**config.mk**
```make
export PLATFORM = sky130hd
export DESIGN_NAME = cache_ctrl_flat
export DESIGN_NICKNAME = d
export VERILOG_FILES = /design/src/verilog/cache_pkg.sv /design/src/verilog/cache_way_if.sv /design/src/verilog/cache_ctrl.sv /design/src/flat_wrapper.sv
export SDC_FILE = /design/constraint.sdc
export NUM_CORES = 1
export LEC_CHECK = 0
export ABC_AREA = 1
export ABC_CLOCK_PERIOD_IN_PS = 5700
export CORE_AREA = 2 2 386 388
export DETAILED_ROUTE_END_ITERATION = 12
export DIE_AREA = 0 0 388 390
export DONT_BUFFER_PORTS = 1
export GPL_ROUTABILITY_DRIVEN = 0
export PLACE_DENSITY = 0.33
export SLEW_MARGIN = 10
export SYNTH_ARGS = -nofsm -noshare
export SYNTH_HDL_FRONTEND = slang
export SYNTH_SLANG_ARGS = --single-unit
```
**constraint.sdc**
```tcl
create_clock -name clk -period 5.7 [get_ports clk]
set_input_delay 0.285 -clock clk [delete_from_list [all_inputs] [get_ports clk]]
set_output_delay 0.285 -clock clk [all_outputs]
set_load 0.005 [all_outputs]
```
**src/verilog/cache_pkg.sv**
```systemverilog
`default_nettype none

package cache_pkg;

    // Cache geometry
    localparam int INDEX_W   = 8;
    localparam int OFFSET_W  = 4;
    localparam int TAG_W     = 20;
    localparam int NUM_SETS  = 256;
    localparam int NUM_BANKS = 4;     // Words per line
    localparam int LINE_W    = 128;

    typedef logic [31:0]         word_t;
    typedef logic [INDEX_W-1:0]  index_t;
    typedef logic [TAG_W-1:0]    tag_t;
    typedef logic [OFFSET_W-1:0] offset_t;   // Upper two bits pick the bank
    typedef logic [1:0]          bank_sel_t;
    typedef logic [3:0]          strb_t;
    typedef logic [LINE_W-1:0]   line_t;
    typedef logic [LINE_W/8-1:0] line_strb_t;
    typedef logic [31:0]         addr_t;

    // One-hot controller states
    typedef enum logic [4:0] {
        MAIN_IDLE    = 5'b00001,
        MAIN_LOOKUP  = 5'b00010,
        MAIN_MISS    = 5'b00100,
        MAIN_REPLACE = 5'b01000,
        MAIN_REFILL  = 5'b10000
    } main_state_t;

endpackage

`default_nettype wire

```
**src/verilog/cache_way_if.sv**
```systemverilog
`timescale 1ns/100ps
`default_nettype none

interface cache_way_if
    import cache_pkg::*;
();

    // Controller to way
    index_t     index;        // Set for both read and write
    logic       tag_we;       // Also sets the valid bit
    tag_t       tag_wdata;
    line_strb_t bank_we;
    line_t      line_wdata;   // Same word in every bank slot
    logic       dirty_we;
    logic       dirty_wdata;

    // Way to controller, one cycle after index
    logic       valid;
    tag_t       tag;
    logic       dirty;
    line_t      line_rdata;

    modport ctrl (
        output index, tag_we, tag_wdata, bank_we, line_wdata, dirty_we, dirty_wdata,
        input  valid, tag, dirty, line_rdata
    );

    modport way (
        input  index, tag_we, tag_wdata, bank_we, line_wdata, dirty_we, dirty_wdata,
        output valid, tag, dirty, line_rdata
    );

endinterface

`default_nettype wire

```
**src/verilog/cache_ctrl.sv**
```systemverilog
`timescale 1ns/100ps
`default_nettype none

module cache_ctrl
    import cache_pkg::*;
(
    input  logic       clk,
    input  logic       reset,
    // CPU side
    input  logic       valid,
    input  logic       op,          // 1 for store
    input  index_t     index,
    input  tag_t       tag,
    input  offset_t    offset,
    input  strb_t      wstrb,
    input  word_t      wdata,
    output logic       addr_ok,
    output logic       data_ok,
    output word_t      rdata,
    // Memory side
    output logic       rd_req,
    output addr_t      rd_addr,
    input  logic       rd_rdy,
    input  logic       ret_valid,
    input  logic       ret_last,
    input  word_t      ret_data,
    output logic       wr_req,
    output addr_t      wr_addr,
    output line_t      wr_data,
    input  logic       wr_rdy,
    // Way storage
    cache_way_if.ctrl  way0,
    cache_way_if.ctrl  way1
);

    main_state_t state;
    main_state_t next_state;
    logic        main_idle;
    logic        main_lookup;
    logic        main_miss;
    logic        main_replace;
    logic        main_refill;

    // Request buffer
    logic        rq_op;
    index_t      rq_index;
    tag_t        rq_tag;
    offset_t     rq_offset;
    strb_t       rq_wstrb;
    word_t       rq_wdata;
    logic        rq_victim;      // Way picked for replacement
    bank_sel_t   rq_bank;

    logic [22:0] lfsr;
    bank_sel_t   refill_cnt;

    logic        hit0;
    logic        hit1;
    logic        cache_hit;
    word_t       load_word;

    tag_t        victim_tag;
    line_t       victim_line;
    logic        victim_dirty;

    logic        store_hit;
    logic        refill_beat;
    logic        refill_done;
    word_t       refill_word;
    word_t       wr_word;
    strb_t       wr_strb;
    bank_sel_t   wr_bank;
    line_strb_t  line_strb;

    function automatic word_t merge_word(word_t old_word, word_t new_word, strb_t strb);
        word_t merged;
        merged = old_word;
        for (int i = 0; i < 4; i++) begin
            if (strb[i]) begin
                merged[i*8 +: 8] = new_word[i*8 +: 8];
            end
        end
        return merged;
    endfunction

    assign main_idle    = (state == MAIN_IDLE);
    assign main_lookup  = (state == MAIN_LOOKUP);
    assign main_miss    = (state == MAIN_MISS);
    assign main_replace = (state == MAIN_REPLACE);
    assign main_refill  = (state == MAIN_REFILL);

    always_ff @(posedge clk) begin
        if (reset) begin
            state <= MAIN_IDLE;
        end
        else begin
            state <= next_state;
        end
    end

    always_comb begin
        next_state = state;
        case (state)
            MAIN_IDLE:    if (valid) next_state = MAIN_LOOKUP;
            MAIN_LOOKUP:  next_state = cache_hit ? MAIN_IDLE : MAIN_MISS;
            MAIN_MISS:    if (!victim_dirty || wr_rdy) next_state = MAIN_REPLACE;
            MAIN_REPLACE: if (rd_rdy) next_state = MAIN_REFILL;
            MAIN_REFILL:  if (refill_done) next_state = MAIN_IDLE;
            default:      next_state = MAIN_IDLE;
        endcase
    end

    // One request in flight, accepted only in idle
    assign addr_ok = main_idle && valid;

    always_ff @(posedge clk) begin
        if (addr_ok) begin
            rq_op     <= op;
            rq_index  <= index;
            rq_tag    <= tag;
            rq_offset <= offset;
            rq_wstrb  <= wstrb;
            rq_wdata  <= wdata;
            rq_victim <= lfsr[0];
        end
    end

    assign rq_bank = rq_offset[OFFSET_W-1 -: 2];

    always_ff @(posedge clk) begin
        if (reset) begin
            lfsr <= {7'b1010101, 16'h00FF};
        end
        else begin
            lfsr <= {lfsr[21:0], lfsr[22] ^ lfsr[17]};
        end
    end

    // Tag compare against the buffered request
    assign hit0      = way0.valid && (way0.tag == rq_tag);
    assign hit1      = way1.valid && (way1.tag == rq_tag);
    assign cache_hit = hit0 || hit1;

    assign load_word = hit1 ? way1.line_rdata[{rq_bank, 5'b0} +: 32]
                            : way0.line_rdata[{rq_bank, 5'b0} +: 32];

    // Victim is captured before the refill overwrites it
    always_ff @(posedge clk) begin
        if (main_lookup && !cache_hit) begin
            victim_tag  <= rq_victim ? way1.tag : way0.tag;
            victim_line <= rq_victim ? way1.line_rdata : way0.line_rdata;
        end
    end

    always_ff @(posedge clk) begin
        if (reset) begin
            victim_dirty <= 1'b0;
        end
        else if (main_lookup && !cache_hit) begin
            victim_dirty <= rq_victim ? (way1.valid && way1.dirty)
                                      : (way0.valid && way0.dirty);
        end
    end

    assign refill_beat = main_refill && ret_valid;
    assign refill_done = refill_beat && ret_last;

    always_ff @(posedge clk) begin
        if (reset) begin
            refill_cnt <= '0;
        end
        else if (refill_done) begin
            refill_cnt <= '0;
        end
        else if (refill_beat) begin
            refill_cnt <= refill_cnt + 1'b1;
        end
    end

    // CPU responses
    assign data_ok = (main_lookup && cache_hit) || (refill_beat && refill_cnt == rq_bank);
    assign rdata   = main_lookup ? load_word : ret_data;   // Critical word during refill

    // Memory requests
    assign wr_req  = main_miss && victim_dirty;
    assign wr_addr = {victim_tag, rq_index, {OFFSET_W{1'b0}}};
    assign wr_data = victim_line;
    assign rd_req  = main_replace;
    assign rd_addr = {rq_tag, rq_index, {OFFSET_W{1'b0}}};

    // Way writes
    assign store_hit   = main_lookup && cache_hit && rq_op;
    assign refill_word = (rq_op && refill_cnt == rq_bank) ?
                         merge_word(ret_data, rq_wdata, rq_wstrb) : ret_data;
    assign wr_word     = main_refill ? refill_word : rq_wdata;
    assign wr_strb     = main_refill ? '1 : rq_wstrb;
    assign wr_bank     = main_refill ? refill_cnt : rq_bank;
    assign line_strb   = line_strb_t'(wr_strb) << {wr_bank, 2'b00};

    assign way0.index       = main_idle ? index : rq_index;
    assign way0.line_wdata  = {NUM_BANKS{wr_word}};
    assign way0.bank_we     = ((store_hit && hit0) || (refill_beat && !rq_victim)) ?
                              line_strb : '0;
    assign way0.tag_we      = refill_done && !rq_victim;
    assign way0.tag_wdata   = rq_tag;
    assign way0.dirty_we    = (store_hit && hit0) || (refill_done && !rq_victim);
    assign way0.dirty_wdata = rq_op;      // High on a store hit, op after refill

    assign way1.index       = main_idle ? index : rq_index;
    assign way1.line_wdata  = {NUM_BANKS{wr_word}};
    assign way1.bank_we     = ((store_hit && hit1) || (refill_beat && rq_victim)) ?
                              line_strb : '0;
    assign way1.tag_we      = refill_done && rq_victim;
    assign way1.tag_wdata   = rq_tag;
    assign way1.dirty_we    = (store_hit && hit1) || (refill_done && rq_victim);
    assign way1.dirty_wdata = rq_op;

endmodule

`default_nettype wire

```
**src/flat_wrapper.sv**
```systemverilog
// flat-port wrapper written by rule: the top's interface ports become plain ports
module cache_ctrl_flat import cache_pkg::*;
  (clk, reset, valid, op, index, tag, offset, wstrb, wdata, addr_ok, data_ok, rdata, rd_req, rd_addr, rd_rdy, ret_valid, ret_last, ret_data, wr_req, wr_addr, wr_data, wr_rdy, way0_index, way0_tag_we, way0_tag_wdata, way0_bank_we, way0_line_wdata, way0_dirty_we, way0_dirty_wdata, way0_valid, way0_tag, way0_dirty, way0_line_rdata, way1_index, way1_tag_we, way1_tag_wdata, way1_bank_we, way1_line_wdata, way1_dirty_we, way1_dirty_wdata, way1_valid, way1_tag, way1_dirty, way1_line_rdata);
  cache_way_if way0_i ();
  cache_way_if way1_i ();
  input  logic clk;
  input  logic reset;
  input  logic valid;
  input  logic op;
  input  index_t index;
  input  tag_t tag;
  input  offset_t offset;
  input  strb_t wstrb;
  input  word_t wdata;
  output logic addr_ok;
  output logic data_ok;
  output word_t rdata;
  output logic rd_req;
  output addr_t rd_addr;
  input  logic rd_rdy;
  input  logic ret_valid;
  input  logic ret_last;
  input  word_t ret_data;
  output logic wr_req;
  output addr_t wr_addr;
  output line_t wr_data;
  input  logic wr_rdy;
  output wire logic [$bits(way0_i.index)-1:0] way0_index;
  output wire logic [$bits(way0_i.tag_we)-1:0] way0_tag_we;
  output wire logic [$bits(way0_i.tag_wdata)-1:0] way0_tag_wdata;
  output wire logic [$bits(way0_i.bank_we)-1:0] way0_bank_we;
  output wire logic [$bits(way0_i.line_wdata)-1:0] way0_line_wdata;
  output wire logic [$bits(way0_i.dirty_we)-1:0] way0_dirty_we;
  output wire logic [$bits(way0_i.dirty_wdata)-1:0] way0_dirty_wdata;
  input wire logic [$bits(way0_i.valid)-1:0] way0_valid;
  input wire logic [$bits(way0_i.tag)-1:0] way0_tag;
  input wire logic [$bits(way0_i.dirty)-1:0] way0_dirty;
  input wire logic [$bits(way0_i.line_rdata)-1:0] way0_line_rdata;
  output wire logic [$bits(way1_i.index)-1:0] way1_index;
  output wire logic [$bits(way1_i.tag_we)-1:0] way1_tag_we;
  output wire logic [$bits(way1_i.tag_wdata)-1:0] way1_tag_wdata;
  output wire logic [$bits(way1_i.bank_we)-1:0] way1_bank_we;
  output wire logic [$bits(way1_i.line_wdata)-1:0] way1_line_wdata;
  output wire logic [$bits(way1_i.dirty_we)-1:0] way1_dirty_we;
  output wire logic [$bits(way1_i.dirty_wdata)-1:0] way1_dirty_wdata;
  input wire logic [$bits(way1_i.valid)-1:0] way1_valid;
  input wire logic [$bits(way1_i.tag)-1:0] way1_tag;
  input wire logic [$bits(way1_i.dirty)-1:0] way1_dirty;
  input wire logic [$bits(way1_i.line_rdata)-1:0] way1_line_rdata;
  assign way0_index = way0_i.index;
  assign way0_tag_we = way0_i.tag_we;
  assign way0_tag_wdata = way0_i.tag_wdata;
  assign way0_bank_we = way0_i.bank_we;
  assign way0_line_wdata = way0_i.line_wdata;
  assign way0_dirty_we = way0_i.dirty_we;
  assign way0_dirty_wdata = way0_i.dirty_wdata;
  assign way0_i.valid = way0_valid;
  assign way0_i.tag = way0_tag;
  assign way0_i.dirty = way0_dirty;
  assign way0_i.line_rdata = way0_line_rdata;
  assign way1_index = way1_i.index;
  assign way1_tag_we = way1_i.tag_we;
  assign way1_tag_wdata = way1_i.tag_wdata;
  assign way1_bank_we = way1_i.bank_we;
  assign way1_line_wdata = way1_i.line_wdata;
  assign way1_dirty_we = way1_i.dirty_we;
  assign way1_dirty_wdata = way1_i.dirty_wdata;
  assign way1_i.valid = way1_valid;
  assign way1_i.tag = way1_tag;
  assign way1_i.dirty = way1_dirty;
  assign way1_i.line_rdata = way1_line_rdata;
  cache_ctrl u_core (.clk(clk), .reset(reset), .valid(valid), .op(op), .index(index), .tag(tag), .offset(offset), .wstrb(wstrb), .wdata(wdata), .addr_ok(addr_ok), .data_ok(data_ok), .rdata(rdata), .rd_req(rd_req), .rd_addr(rd_addr), .rd_rdy(rd_rdy), .ret_valid(ret_valid), .ret_last(ret_last), .ret_data(ret_data), .wr_req(wr_req), .wr_addr(wr_addr), .wr_data(wr_data), .wr_rdy(wr_rdy), .way0(way0_i), .way1(way1_i));
endmodule
```
==> metrics.md, run 1 <==
| Metric | Value |
|---|---|
| Area after DPL | `0.0169 mm2` |
| Hold WC Path Type | `primary input to register` |
| Outcome | `completed` |
| Post-Route Setup TNS | `0 ns` |
| Netlist Area Pre-Place | `0.0169 mm2` |
| Post-synthesis simple-gate area fraction | `25.3%` |
| Clk_skew | `0.0431 ns` |
| Dpl hpwl | `70.4 mm` |
| Main combinational cell family by area after synthesis | `simple AND/OR/NAND/NOR gates` |
| Commonest cells post-synth | `nand2_1 (468), inv_1 (334), buf_4 (289), nand3_1 (249), edfxtp_1 (216)` |
| Hold Path Stages | `2` |
| Unrepaired setup endpoints after global routing | `false` |
| Mapped Cells | `2191` |
| Post-synthesis sequential area ratio | `42.1%` |
| Tmin final | `4.39 ns` |
| Largest net degree at the start of global routing | `129` |
| R2R cell count | `9` |
| Core ar. | `0.147 mm2` |
| Crit path DAT | `4.10 ns` |
| Adder-cell share of the synthesized area | `0%` |
| Post-DRT Antenna Nets | `0` |
| Total power | `6150 uW` |
| Final Net Count | `2587` |
| Yosys top cell by area | `edfxtp_1` |
| Most common cell on crit path | `nand2_1` |
| Grt total ovfl | `0` |
| Initial DRC Count | `1034` |
| Area Overhead vs Synth | `27.2%` |
| CTS tree | `done` |
| Initial antenna violation count | `15` |
| Chip Height | `390 um` |
| WL/cell | `23.8 um` |
| First-pass DRT Iterations | `5` |
| GRT Overall Usage | `12.3%` |
| Clock transition at path regs | `0.05 ns` |
| R2R Setup Slk | `2.43 ns` |
| Area contributors post-synth | `edfxtp_1 (38%), buf_4 (13%), nand2_1 (10%)` |
| Critical path launch point type | `register` |
| Drt via density | `3.68` |
| Final worst-path cycle share | `76.9%` |
| Reg2reg start | `u_core.way0.tag_wdata[15]` |
| Syn avg cell area | `7.70 um2` |
| Non-filler instance count after layout | `4142` |
| Synth async-reset ratio | `0%` |
| Port Buffers | `0` |
| Post-synthesis compound-gate area fraction | `6.29%` |
| Final Hold Fails | `0` |
| Synth Area in XOR/XNOR | `0.415%` |
| Max Cap Viol | `0` |
| First-pass GRT wire length | `129 mm` |
| Final Max Tran Viols | `0` |
| CTS resizes | `0` |
| PwrDens | `287 mW/mm2` |
| Hold path startpoint | `way1_line_rdata[102]` |
| Die W | `388 um` |
| Boundary pin count | `986` |
| Max clock buf depth | `3` |
| DRC errors left | `0` |
| Via count | `15200` |
| Synth top area share | `38.4%` |
| Ys flop type | `edfxtp_1` |
| Number of synthesized flops with an enable pin | `216` |
| Row cnt | `141` |
| Number of global-route vias before repair | `14900` |
| Critical-path cell with the highest stage delay | `edfxtp_1` |
| Flops & latches, synth | `247` |
| Final WL | `98.5 mm` |
| CTS Root Cell | `clkbuf_16` |
| Crit-path cells | `inv_1, nand2_1, nand2_1, nor2_1, nand2_1, nor2_4, nand3_4, buf_4, nand2_1, nand3_1, nand3_1, nand3_1, nand2_1` |
| Htree depth | `2` |
| Slew @ Worst Pin | `1.14 ns` |
| Clock Latency Late Sink | `0.61 ns` |
| Slowest stage delay, CP | `0.75 ns` |
| Type of destination of the critical path | `output port` |
| Worst Path Buf+Inv | `2` |
| Fmax achieved | `0.228 GHz` |
| Post-CTS Hold Buffers | `333` |
| Setup Fix Bufs, Post-CTS | `0` |
| Worst-path maximum fanout | `45` |
| Num CTS Buffers | `39` |
| Mux cell area share after synthesis | `2.13%` |
| Static Leak | `0.00870 uW` |
| Crit Path Category | `register to output port` |
| Placed cell count | `3735` |
| Finished Core Util | `14.6%` |
| Clock sink count | `247` |
| Synth unique cells | `33` |
| Initial Util | `11.5%` |
| Slew HR | `23.8%` |
| Share of cells above drive strength 1 | `6.70%` |
| Die Footprint | `0.151 mm2` |
| R2R Path End | `u_core.wr_data[120]` |
| Hold Crit Endpoint | `u_core.wr_data[102]` |
| Synth warn | `0` |
| Final Setup Violations | `0` |
| Fin area | `0.0215 mm2` |
| Critical path required time | `5.41 ns` |
| Largest delay share family, worst path | `simple AND/OR/NAND/NOR gates` |
| Most common cell in the netlist | `nand2_1` |
| Maximum vdd drop | `171 uV` |
==> flip-flops by register name, summed over array words and instances, names as in the netlist <==
signal,count
u_core.refill_cnt,2
u_core.victim_dirty,1
u_core.wr_data,128
u_core.rq_victim,1
u_core.victim_tag,20
u_core.rq_index,8
u_core.lfsr,23
u_core.state,5
u_core.rq_wstrb,4
u_core.rq_wdata,32
u_core.way0.tag_wdata,20
u_core.way0.dirty_wdata,1
u_core.rq_offset,2
==> how the worst max path moves through the flow <==
stage / from / to / slack, ns / cells after the start
CTS: u_core.way0.tag_wdata[11] / rdata[31] / 1.14 / 13
detailed placement: u_core.way0.tag_wdata[11] / rdata[31] / 1.80 / 13
global placement: u_core.way0.tag_wdata[11] / rdata[31] / 1.78 / 13
global route: u_core.way0.tag_wdata[11] / rdata[31] / 1.02 / 13
finish: u_core.way0.tag_wdata[15] / rdata[15] / 1.31 / 13
floorplan: u_core.state[2] / u_core.victim_tag[0] / 1.25 / 5
==> final cells by class <==
cell class	instances	area [um2]
clock inverter	20	180
timing repair buffer	352	3540
multi-input combinational	1194	5830
fill	16900	126000
antenna	3	7.51
tap	1930	2410
clock buffer	51	1080
inverter	345	1310
sequential	247	7110
==> layout by cell type, fill, tap and decap left out, types with 2 or more instances in the layout <==
| cell | instances |
|---|---|
| a21oi_1 | 40 |
| clkbuf_16 | 41 |
| o21ai_0 | 158 |
| xor2_1 | 3 |
| clkinv_4 | 3 |
| inv_6 | 3 |
| dfxtp_1 | 31 |
| nor2_1 | 53 |
| xnor2_1 | 5 |
| nor3_1 | 5 |
| mux2_2 | 32 |
| bufinv_16 | 2 |
| nand4_1 | 137 |
| inv_1 | 330 |
| nor2_4 | 4 |
| clkbuf_1 | 8 |
| clkbuf_8 | 2 |
| inv_2 | 11 |
| o22ai_1 | 5 |
| edfxtp_1 | 216 |
| nand2_1 | 468 |
| buf_12 | 5 |
| nand3_1 | 248 |
| clkinv_2 | 5 |
| dlygate4sd3_1 | 333 |
| clkinv_1 | 7 |
| buf_4 | 14 |
| or2_2 | 14 |
| nand3b_1 | 3 |
| conb_1 | 8 |
| diode_2 | 3 |
==> cell families after synthesis <==
kind of cell | count (synthesis)
AOI/OAI and AO/OA | 208
xor gates and xnor gates | 8
buffers and inverters | 757
DFF | 247
muxes | 32
other | 1
and+or+nand+nor | 938
==> per-layer routing <==
| metal | vias up | routed length, um | track usage, % |
|---|---|---|---|
| met4 | 2 | 3060 | 4.05 |
| met1 | 7435 | 43500 | 16.5 |
| met3 | 123 | 9050 | 3.95 |
| li1 | 6852 | - | - |
| met2 | 825 | 42800 | 18.5 |
| met5 | - | 13 | 0 |
==> where the power goes <==
| part | total (uW) | internal [uW] | switching (uW) | leakage (uW) |
|---|---|---|---|---|
| Combinational | 1380 | 452 | 928 | 0.00585 |
| Sequential | 2290 | 2150 | 137 | 0.00224 |
| Clock | 2490 | 1440 | 1050 | 0.000618 |
| Total | 6150 | 4040 | 2110 | 0.00870 |
==> stage by stage <==
step | setup slack (ns) | hold slack [ns]
2_1_floorplan | 1.25 | 0.384
3_3_place_gp | 1.78 | 0.370
3_5_place_dp | 1.80 | 0.370
4_1_cts | 1.14 | 0.000933
5_1_grt | 1.02 | 0.0280
6_report | 1.31 | 0.0601
Note: power is estimated with default switching activity, not from simulation.
==> run 2: changes to the inputs <==
--- a/config.mk
+++ b/config.mk
@@ -6,7 +6,7 @@
 export NUM_CORES = 1
 export LEC_CHECK = 0
 export ABC_AREA = 1
-export ABC_CLOCK_PERIOD_IN_PS = 5700
+export ABC_CLOCK_PERIOD_IN_PS = 4440
 export CORE_AREA = 2 2 386 388
 export DETAILED_ROUTE_END_ITERATION = 12
 export DIE_AREA = 0 0 388 390
==> constraint.sdc (replaced) <==
create_clock -name clk -period 4.44 [get_ports clk]
set_input_delay 0.222 -clock clk [delete_from_list [all_inputs] [get_ports clk]]
set_output_delay 0.222 -clock clk [all_outputs]
set_load 0.005 [all_outputs]
==> run 2 against run 1 <==
Register-to-register slack worse by 0.96 ns. Wire length down 0.54%. Sequential share of layout area down 0.39 points. Core utilization up 0.17 points. Combinational power up 29%. Critical path depth down 1. Critical path type unchanged.
==> metrics.md, run 2 (synthesized netlist as in run 1, its figures left out) <==
| Metric | Value |
|---|---|
| Fmax achieved | `0.244 GHz` |
| Final Setup Violations | `0` |
| Critical path required time | `4.22 ns` |
| WL/cell | `23.5 um` |
| Hold WC Path Type | `primary input to register` |
| Critical path launch point type | `register` |
| Clock Latency Late Sink | `0.62 ns` |
| Type of destination of the critical path | `output port` |
| Crit Path Category | `register to output port` |
| Final Net Count | `2613` |
| Largest delay share family, worst path | `simple AND/OR/NAND/NOR gates` |
| Max clock buf depth | `3` |
| Die W | `388 um` |
| Share of cells above drive strength 1 | `7.09%` |
| Slew HR | `28.4%` |
| Grt total ovfl | `0` |
| Total power | `7870 uW` |
| CTS Root Cell | `clkbuf_16` |
| Commonest non-fill, non-tap cell in the layout | `nand2_1` |
| Fillcell total | `16900` |
| Die Footprint | `0.151 mm2` |
| Clock transition at path regs | `0.05 ns` |
| Initial Util | `11.5%` |
| Chip Height | `390 um` |
| GRT Overall Usage | `12.3%` |
| Number of global-route vias before repair | `15100` |
| Drt via density | `3.70` |
| Max reg flops | `128` |
| Outcome | `completed` |
| First-pass GRT wire length | `129 mm` |
| Worst Path Buf+Inv | `2` |
| Initial DRC Count | `1321` |
| Slowest stage delay, CP | `0.64 ns` |
| Critical-path cell with the highest stage delay | `buf_4` |
| Row cnt | `141` |
| Boundary pin count | `986` |
| Dpl hpwl | `72.3 mm` |
| Crit-path cells | `nor2_1, nor2_1, nor2_1, nand2_1, nor2_4, buf_4, buf_4, nand4_1, nand3_1, nand3_1, nand3_1, nand2_1` |
| Num CTS Buffers | `38` |
| Clock sink count | `247` |
| Max Cap Viol | `0` |
| Worst-path maximum fanout | `49` |
| DRC errors left | `0` |
| Via count | `15400` |
| Final WL | `97.9 mm` |
| Post-DRT Antenna Nets | `0` |
| Setup Fix Bufs, Post-CTS | `0` |
| Htree depth | `2` |
| Tmin final | `4.09 ns` |
| Most frequent cells in the layout | `nand2_1 (468), dlygate4sd3_1 (346), inv_1 (330)` |
| Core ar. | `0.147 mm2` |
| Crit path DAT | `3.87 ns` |
| Clk_skew | `0.0557 ns` |
| Final Max Tran Viols | `0` |
| First-pass DRT Iterations | `6` |
| Static Leak | `0.00882 uW` |
| Maximum vdd drop | `232 uV` |
| PwrDens | `362 mW/mm2` |
| Area Overhead vs Synth | `28.7%` |
| Final Hold Fails | `0` |
| Final worst-path cycle share | `92.1%` |
| Unrepaired setup endpoints after global routing | `false` |
| Port Buffers | `0` |
| Initial antenna violation count | `19` |
| Largest net degree at the start of global routing | `149` |
| CTS tree | `done` |
| Post-Route Setup TNS | `0 ns` |
| Slew @ Worst Pin | `1.06 ns` |
-- run 2: cell count changes in the layout (fill, tap and decap cells not counted), sizes merged --
| cell | previous run | this run |
|---|---|---|
| buf | 19 | 33 |
| bufinv | 2 | 4 |
| diode | 3 | 10 |
| dlygate4sd3 | 333 | 346 |
| clkinv | 16 | 10 |
| clkbuf | 51 | 49 |
| inv | 346 | 345 |
-- run 2: path summary, 6_finish.rpt --
kind                                to  slack [ns]  depth (start not counted)                       from
setup / recovery             rdata[14]        0.35                         12  u_core.way0.tag_wdata[16]
hold / removal      u_core.wr_data[34]        0.03                          2        way0_line_rdata[34]
setup reg to reg  u_core.victim_tag[1]        1.47                          8   u_core.way0.tag_wdata[4]
hold reg to reg        u_core.lfsr[17]        0.40                          2            u_core.lfsr[16]
-- run 2: worst reg2reg max path, delay by kind of cell, from the launching register on --
family	cells	cell delay, ns
XOR/XNOR	1	0.42
buffers and inverters	3	1.04
flip-flops	1	0.52
AND/OR/NAND/NOR	4	0.76
-- run 2: routing by layer --
layer  track usage [%]  routed length (um)
met1              16.6               43000
met2              18.4               42800
met3              3.93                9110
met4              4.14                2980
met5                 0                   0
-- run 2: timing repair --
item,4_1_cts,5_1_grt
hold endpoints to repair,239,0
endpoints found under the setup margin,0,3
resized for setup,0,1
hold buffers,346,0
-- run 2: power by group --
part | switching, uW | internal (uW) | total [uW]
combinational | 1180 | 607 | 1780
sequential | 166 | 2760 | 2920
clock | 1260 | 1900 | 3160
-- run 2: final cells by class --
| type | instances | area, um2 | share of cell area (%) |
|---|---|---|---|
| Tap cell | 1930 | 2410 | 11.1 |
| Clock buffer | 49 | 1050 | 4.86 |
| Multi-Input combinational cell | 1194 | 5830 | 26.9 |
| Clock inverter | 15 | 184 | 0.847 |
| Timing Repair Buffer | 379 | 3800 | 17.5 |
| Antenna cell | 10 | 25.0 | 0.115 |
| Inverter | 345 | 1300 | 5.99 |
| Sequential cell | 247 | 7110 | 32.7 |
-- run 2: stage by stage --
stage / instance area [um2] / hold slack (ns) / cells / util, % / worst slack, ns
finish: 21700 / 0.0293 / 4169 / 14.8 / 0.349
global route: 21700 / 0.0412 / 4165 / 14.8 / 0.0764
CTS: 21700 / 0.00552 / 4159 / 14.7 / 0.144
detailed placement: 17000 / 0.304 / 3749 / 11.5 / 0.816
global placement: 17000 / 0.302 / 3749 / 11.5 / 0.812
floorplan: 16900 / 0.321 / 2198 / - / 0.202
==> run 3: changes to the inputs <==
--- a/config.mk
+++ b/config.mk
@@ -12,6 +12,8 @@
 export DIE_AREA = 0 0 388 390
 export DONT_BUFFER_PORTS = 1
 export GPL_ROUTABILITY_DRIVEN = 0
+export GPL_TIMING_DRIVEN = 0
+export HOLD_SLACK_MARGIN = 0.08
 export PLACE_DENSITY = 0.33
 export SLEW_MARGIN = 10
 export SYNTH_ARGS = -nofsm -noshare
==> run 3 against run 2 <==
Register-to-register slack worse by 0.90 ns. Total power up 13%. Core utilization is 2.0 points higher. Setup slack worse by 0.16 ns.
==> metrics.md, run 3 (synthesized netlist as in run 1, its figures left out) <==
| Metric | Value |
|---|---|
| Outcome | `completed` |
| Number of global-route vias before repair | `16600` |
| Die Footprint | `0.151 mm2` |
| WL/cell | `27.8 um` |
| Final Max Tran Viols | `0` |
| Drt via density | `3.84` |
| Final worst-path cycle share | `95.8%` |
| Non-filler instance count after layout | `4592` |
| Hold WC Path Type | `primary input to register` |
| Internal power | `5850 uW` |
| Largest delay share family, worst path | `simple AND/OR/NAND/NOR gates` |
| Crit path DAT | `4.03 ns` |
| Port Buffers | `0` |
| Wl on met1 | `55.9 mm` |
| First-pass DRT Iterations | `6` |
| Final WL | `128 mm` |
| Worst-path maximum fanout | `10` |
| Final Net Count | `3025` |
| Slowest stage delay, CP | `0.51 ns` |
| Via count | `17600` |
| Final Hold Fails | `0` |
| Critical path required time | `4.22 ns` |
| Row cnt | `141` |
| Post-DRT Antenna Nets | `0` |
| Post-Route Setup TNS | `0 ns` |
| CTS tree | `done` |
| Logic pwr share | `28.3%` |
| Tmin final | `4.25 ns` |
| Hold Crit Endpoint | `u_core.wr_data[69]` |
| Reg2reg start | `u_core.rq_victim` |
| Max Cap Viol | `0` |
| Initial antenna violation count | `34` |
| Largest net degree at the start of global routing | `35` |
| R2R Path End | `u_core.wr_data[58]` |
| Total power | `8900 uW` |
| Placed cell count | `4138` |
| Commonest non-fill, non-tap cell in the layout | `nand2_1` |
| Critical-path cell with the highest stage delay | `edfxtp_1` |
| Crit-path cells | `xnor2_1, nand2_1, nor2_2, buf_2, buf_2, nand4_1, nand3_1, nand3_1, nand3_4, nand2_1` |
| Slew HR | `12.8%` |
| Htree depth | `2` |
| Boundary pin count | `986` |
| CTS Root Cell | `clkbuf_16` |
| Clock transition at path regs | `0.06 ns` |
| Die W | `388 um` |
| Critical path launch point type | `register` |
| Final Setup Violations | `0` |
| Detail Route met3 WL | `11.5 mm` |
| Max clock buf depth | `3` |
| Hold Path Stages | `2` |
| Initial Util | `11.5%` |
| Met2 routed WL | `57.1 mm` |
| Top layer in use | `met5` |
| Crit Path Category | `register to output port` |
| Max reg flops | `128` |
| R2R Setup Slk | `0.57 ns` |
| Hold_ws | `0.157 ns` |
| Maximum vdd drop | `283 uV` |
| Static Leak | `0.0106 uW` |
| First-pass GRT wire length | `162 mm` |
| Num CTS Buffers | `40` |
| Type of destination of the critical path | `output port` |
| Clock sink count | `247` |
| Chip Height | `390 um` |
| DRC errors left | `0` |
| Clock power share | `38.9%` |
| Most frequent cells in the layout | `nand2_1 (464), dlygate4sd3_1 (368), inv_1 (333)` |
| Slew @ Worst Pin | `1.31 ns` |
| Core ar. | `0.147 mm2` |
| Grt total ovfl | `0` |
| Area Overhead vs Synth | `46.3%` |
| Dpl hpwl | `101 mm` |
| Sw Share | `34.3%` |
| Initial DRC Count | `1843` |
| Share of cells above drive strength 1 | `19.2%` |
| Finished Core Util | `16.8%` |
| Reg power frac | `32.8%` |
| Sw Pwr | `3050 uW` |
| Clock Latency Late Sink | `0.61 ns` |
| PwrDens | `361 mW/mm2` |
| Clk_skew | `0.0374 ns` |
| GRT Overall Usage | `16.0%` |
| Hold path startpoint | `way1_line_rdata[69]` |
| Worst Path Buf+Inv | `2` |
| Fmax achieved | `0.235 GHz` |
| R2R cell count | `6` |
-- run 3: changes by cell type in the layout (fill, tap and decap cells not counted), sizes merged --
| cell | delta |
|---|---|
| buf | +339 |
| bufinv | +1 |
| clkbuf | +49 |
| clkdlybuf4s15 | +1 |
| clkinv | +3 |
| clkinvlp | +2 |
| diode | +5 |
| dlygate4sd3 | +22 |
| inv | +1 |
-- run 3: power by group through the flow --
stage | sequential, uW | clock, uW | combinational [uW]
after floorplan | 2890 | 0 | 1340
after global placement | 3000 | 0 | 2100
after detailed placement | 2960 | 0 | 2140
after CTS | 2920 | 3590 | 2540
after global routing | 2930 | 3650 | 2700
final | 2920 | 3460 | 2520
-- run 3: layout make-up --
class,count,area [um2]
fillers,16800,122000
flip-flops and latches,247,7110
multi-input cells,1194,5890
repair buffers,378,3870
plain buffers,411,2720
well taps,1930,2410
inverters,345,1300
clock buffers,50,1090
clock inverters,22,263
diodes,15,37.5
-- run 3: worst register-to-register path: stages, from the launching register on --
cell and delay [ns]:
edfxtp_1 0.85, buf_2 0.57, clkbuf_1 0.59, clkdlybuf4s15_1 0.94, nand2_1 0.11, o21ai_0 0.11
dlygate4sd3_1 0.57
-- run 3: timing repair --
| action | in CTS | in global routing |
|---|---|---|
| resized for setup | 14 | 6 |
| hold buffers | 368 | 0 |
| endpoints found under the setup margin | 121 | 13 |
| hold endpoints to repair | 249 | 0 |
| setup buffers | 0 | 0 |
-- run 3: metal layers --
layer | up-vias | track usage [%]
met1 | 8690 | 21.8
met4 | 22 | 3.88
met3 | 143 | 4.18
li1 | 7762 | -
met2 | 994 | 25.0
met5 | - | 0
-- run 3: worst max path at each step --
stage                              start                   to  slack [ns]  depth (start not counted)
3_3_place_gp             u_core.state[2]  u_core.rq_wdata[15]       -3.52                          4
5_1_grt        u_core.way0.tag_wdata[15]            rdata[29]      -0.008                         14
2_1_floorplan            u_core.state[2]   u_core.rq_index[0]        0.20                          4
3_5_place_dp            u_core.rq_victim   u_core.wr_data[96]        0.25                          6
6_report        u_core.way0.tag_wdata[4]            rdata[29]        0.19                         10
4_1_cts              u_core.rq_offset[3]  way1_line_wdata[97]       0.007                          9
-- run 3: metrics by stage --
stage | setup slack [ns] | cell area (um2)
3_5_place_dp | 0.252 | 19500
5_1_grt | -0.00826 | 24700
2_1_floorplan | 0.202 | 16900
4_1_cts | 0.00728 | 24600
3_3_place_gp | -3.52 | 19300
6_report | 0.188 | 24700
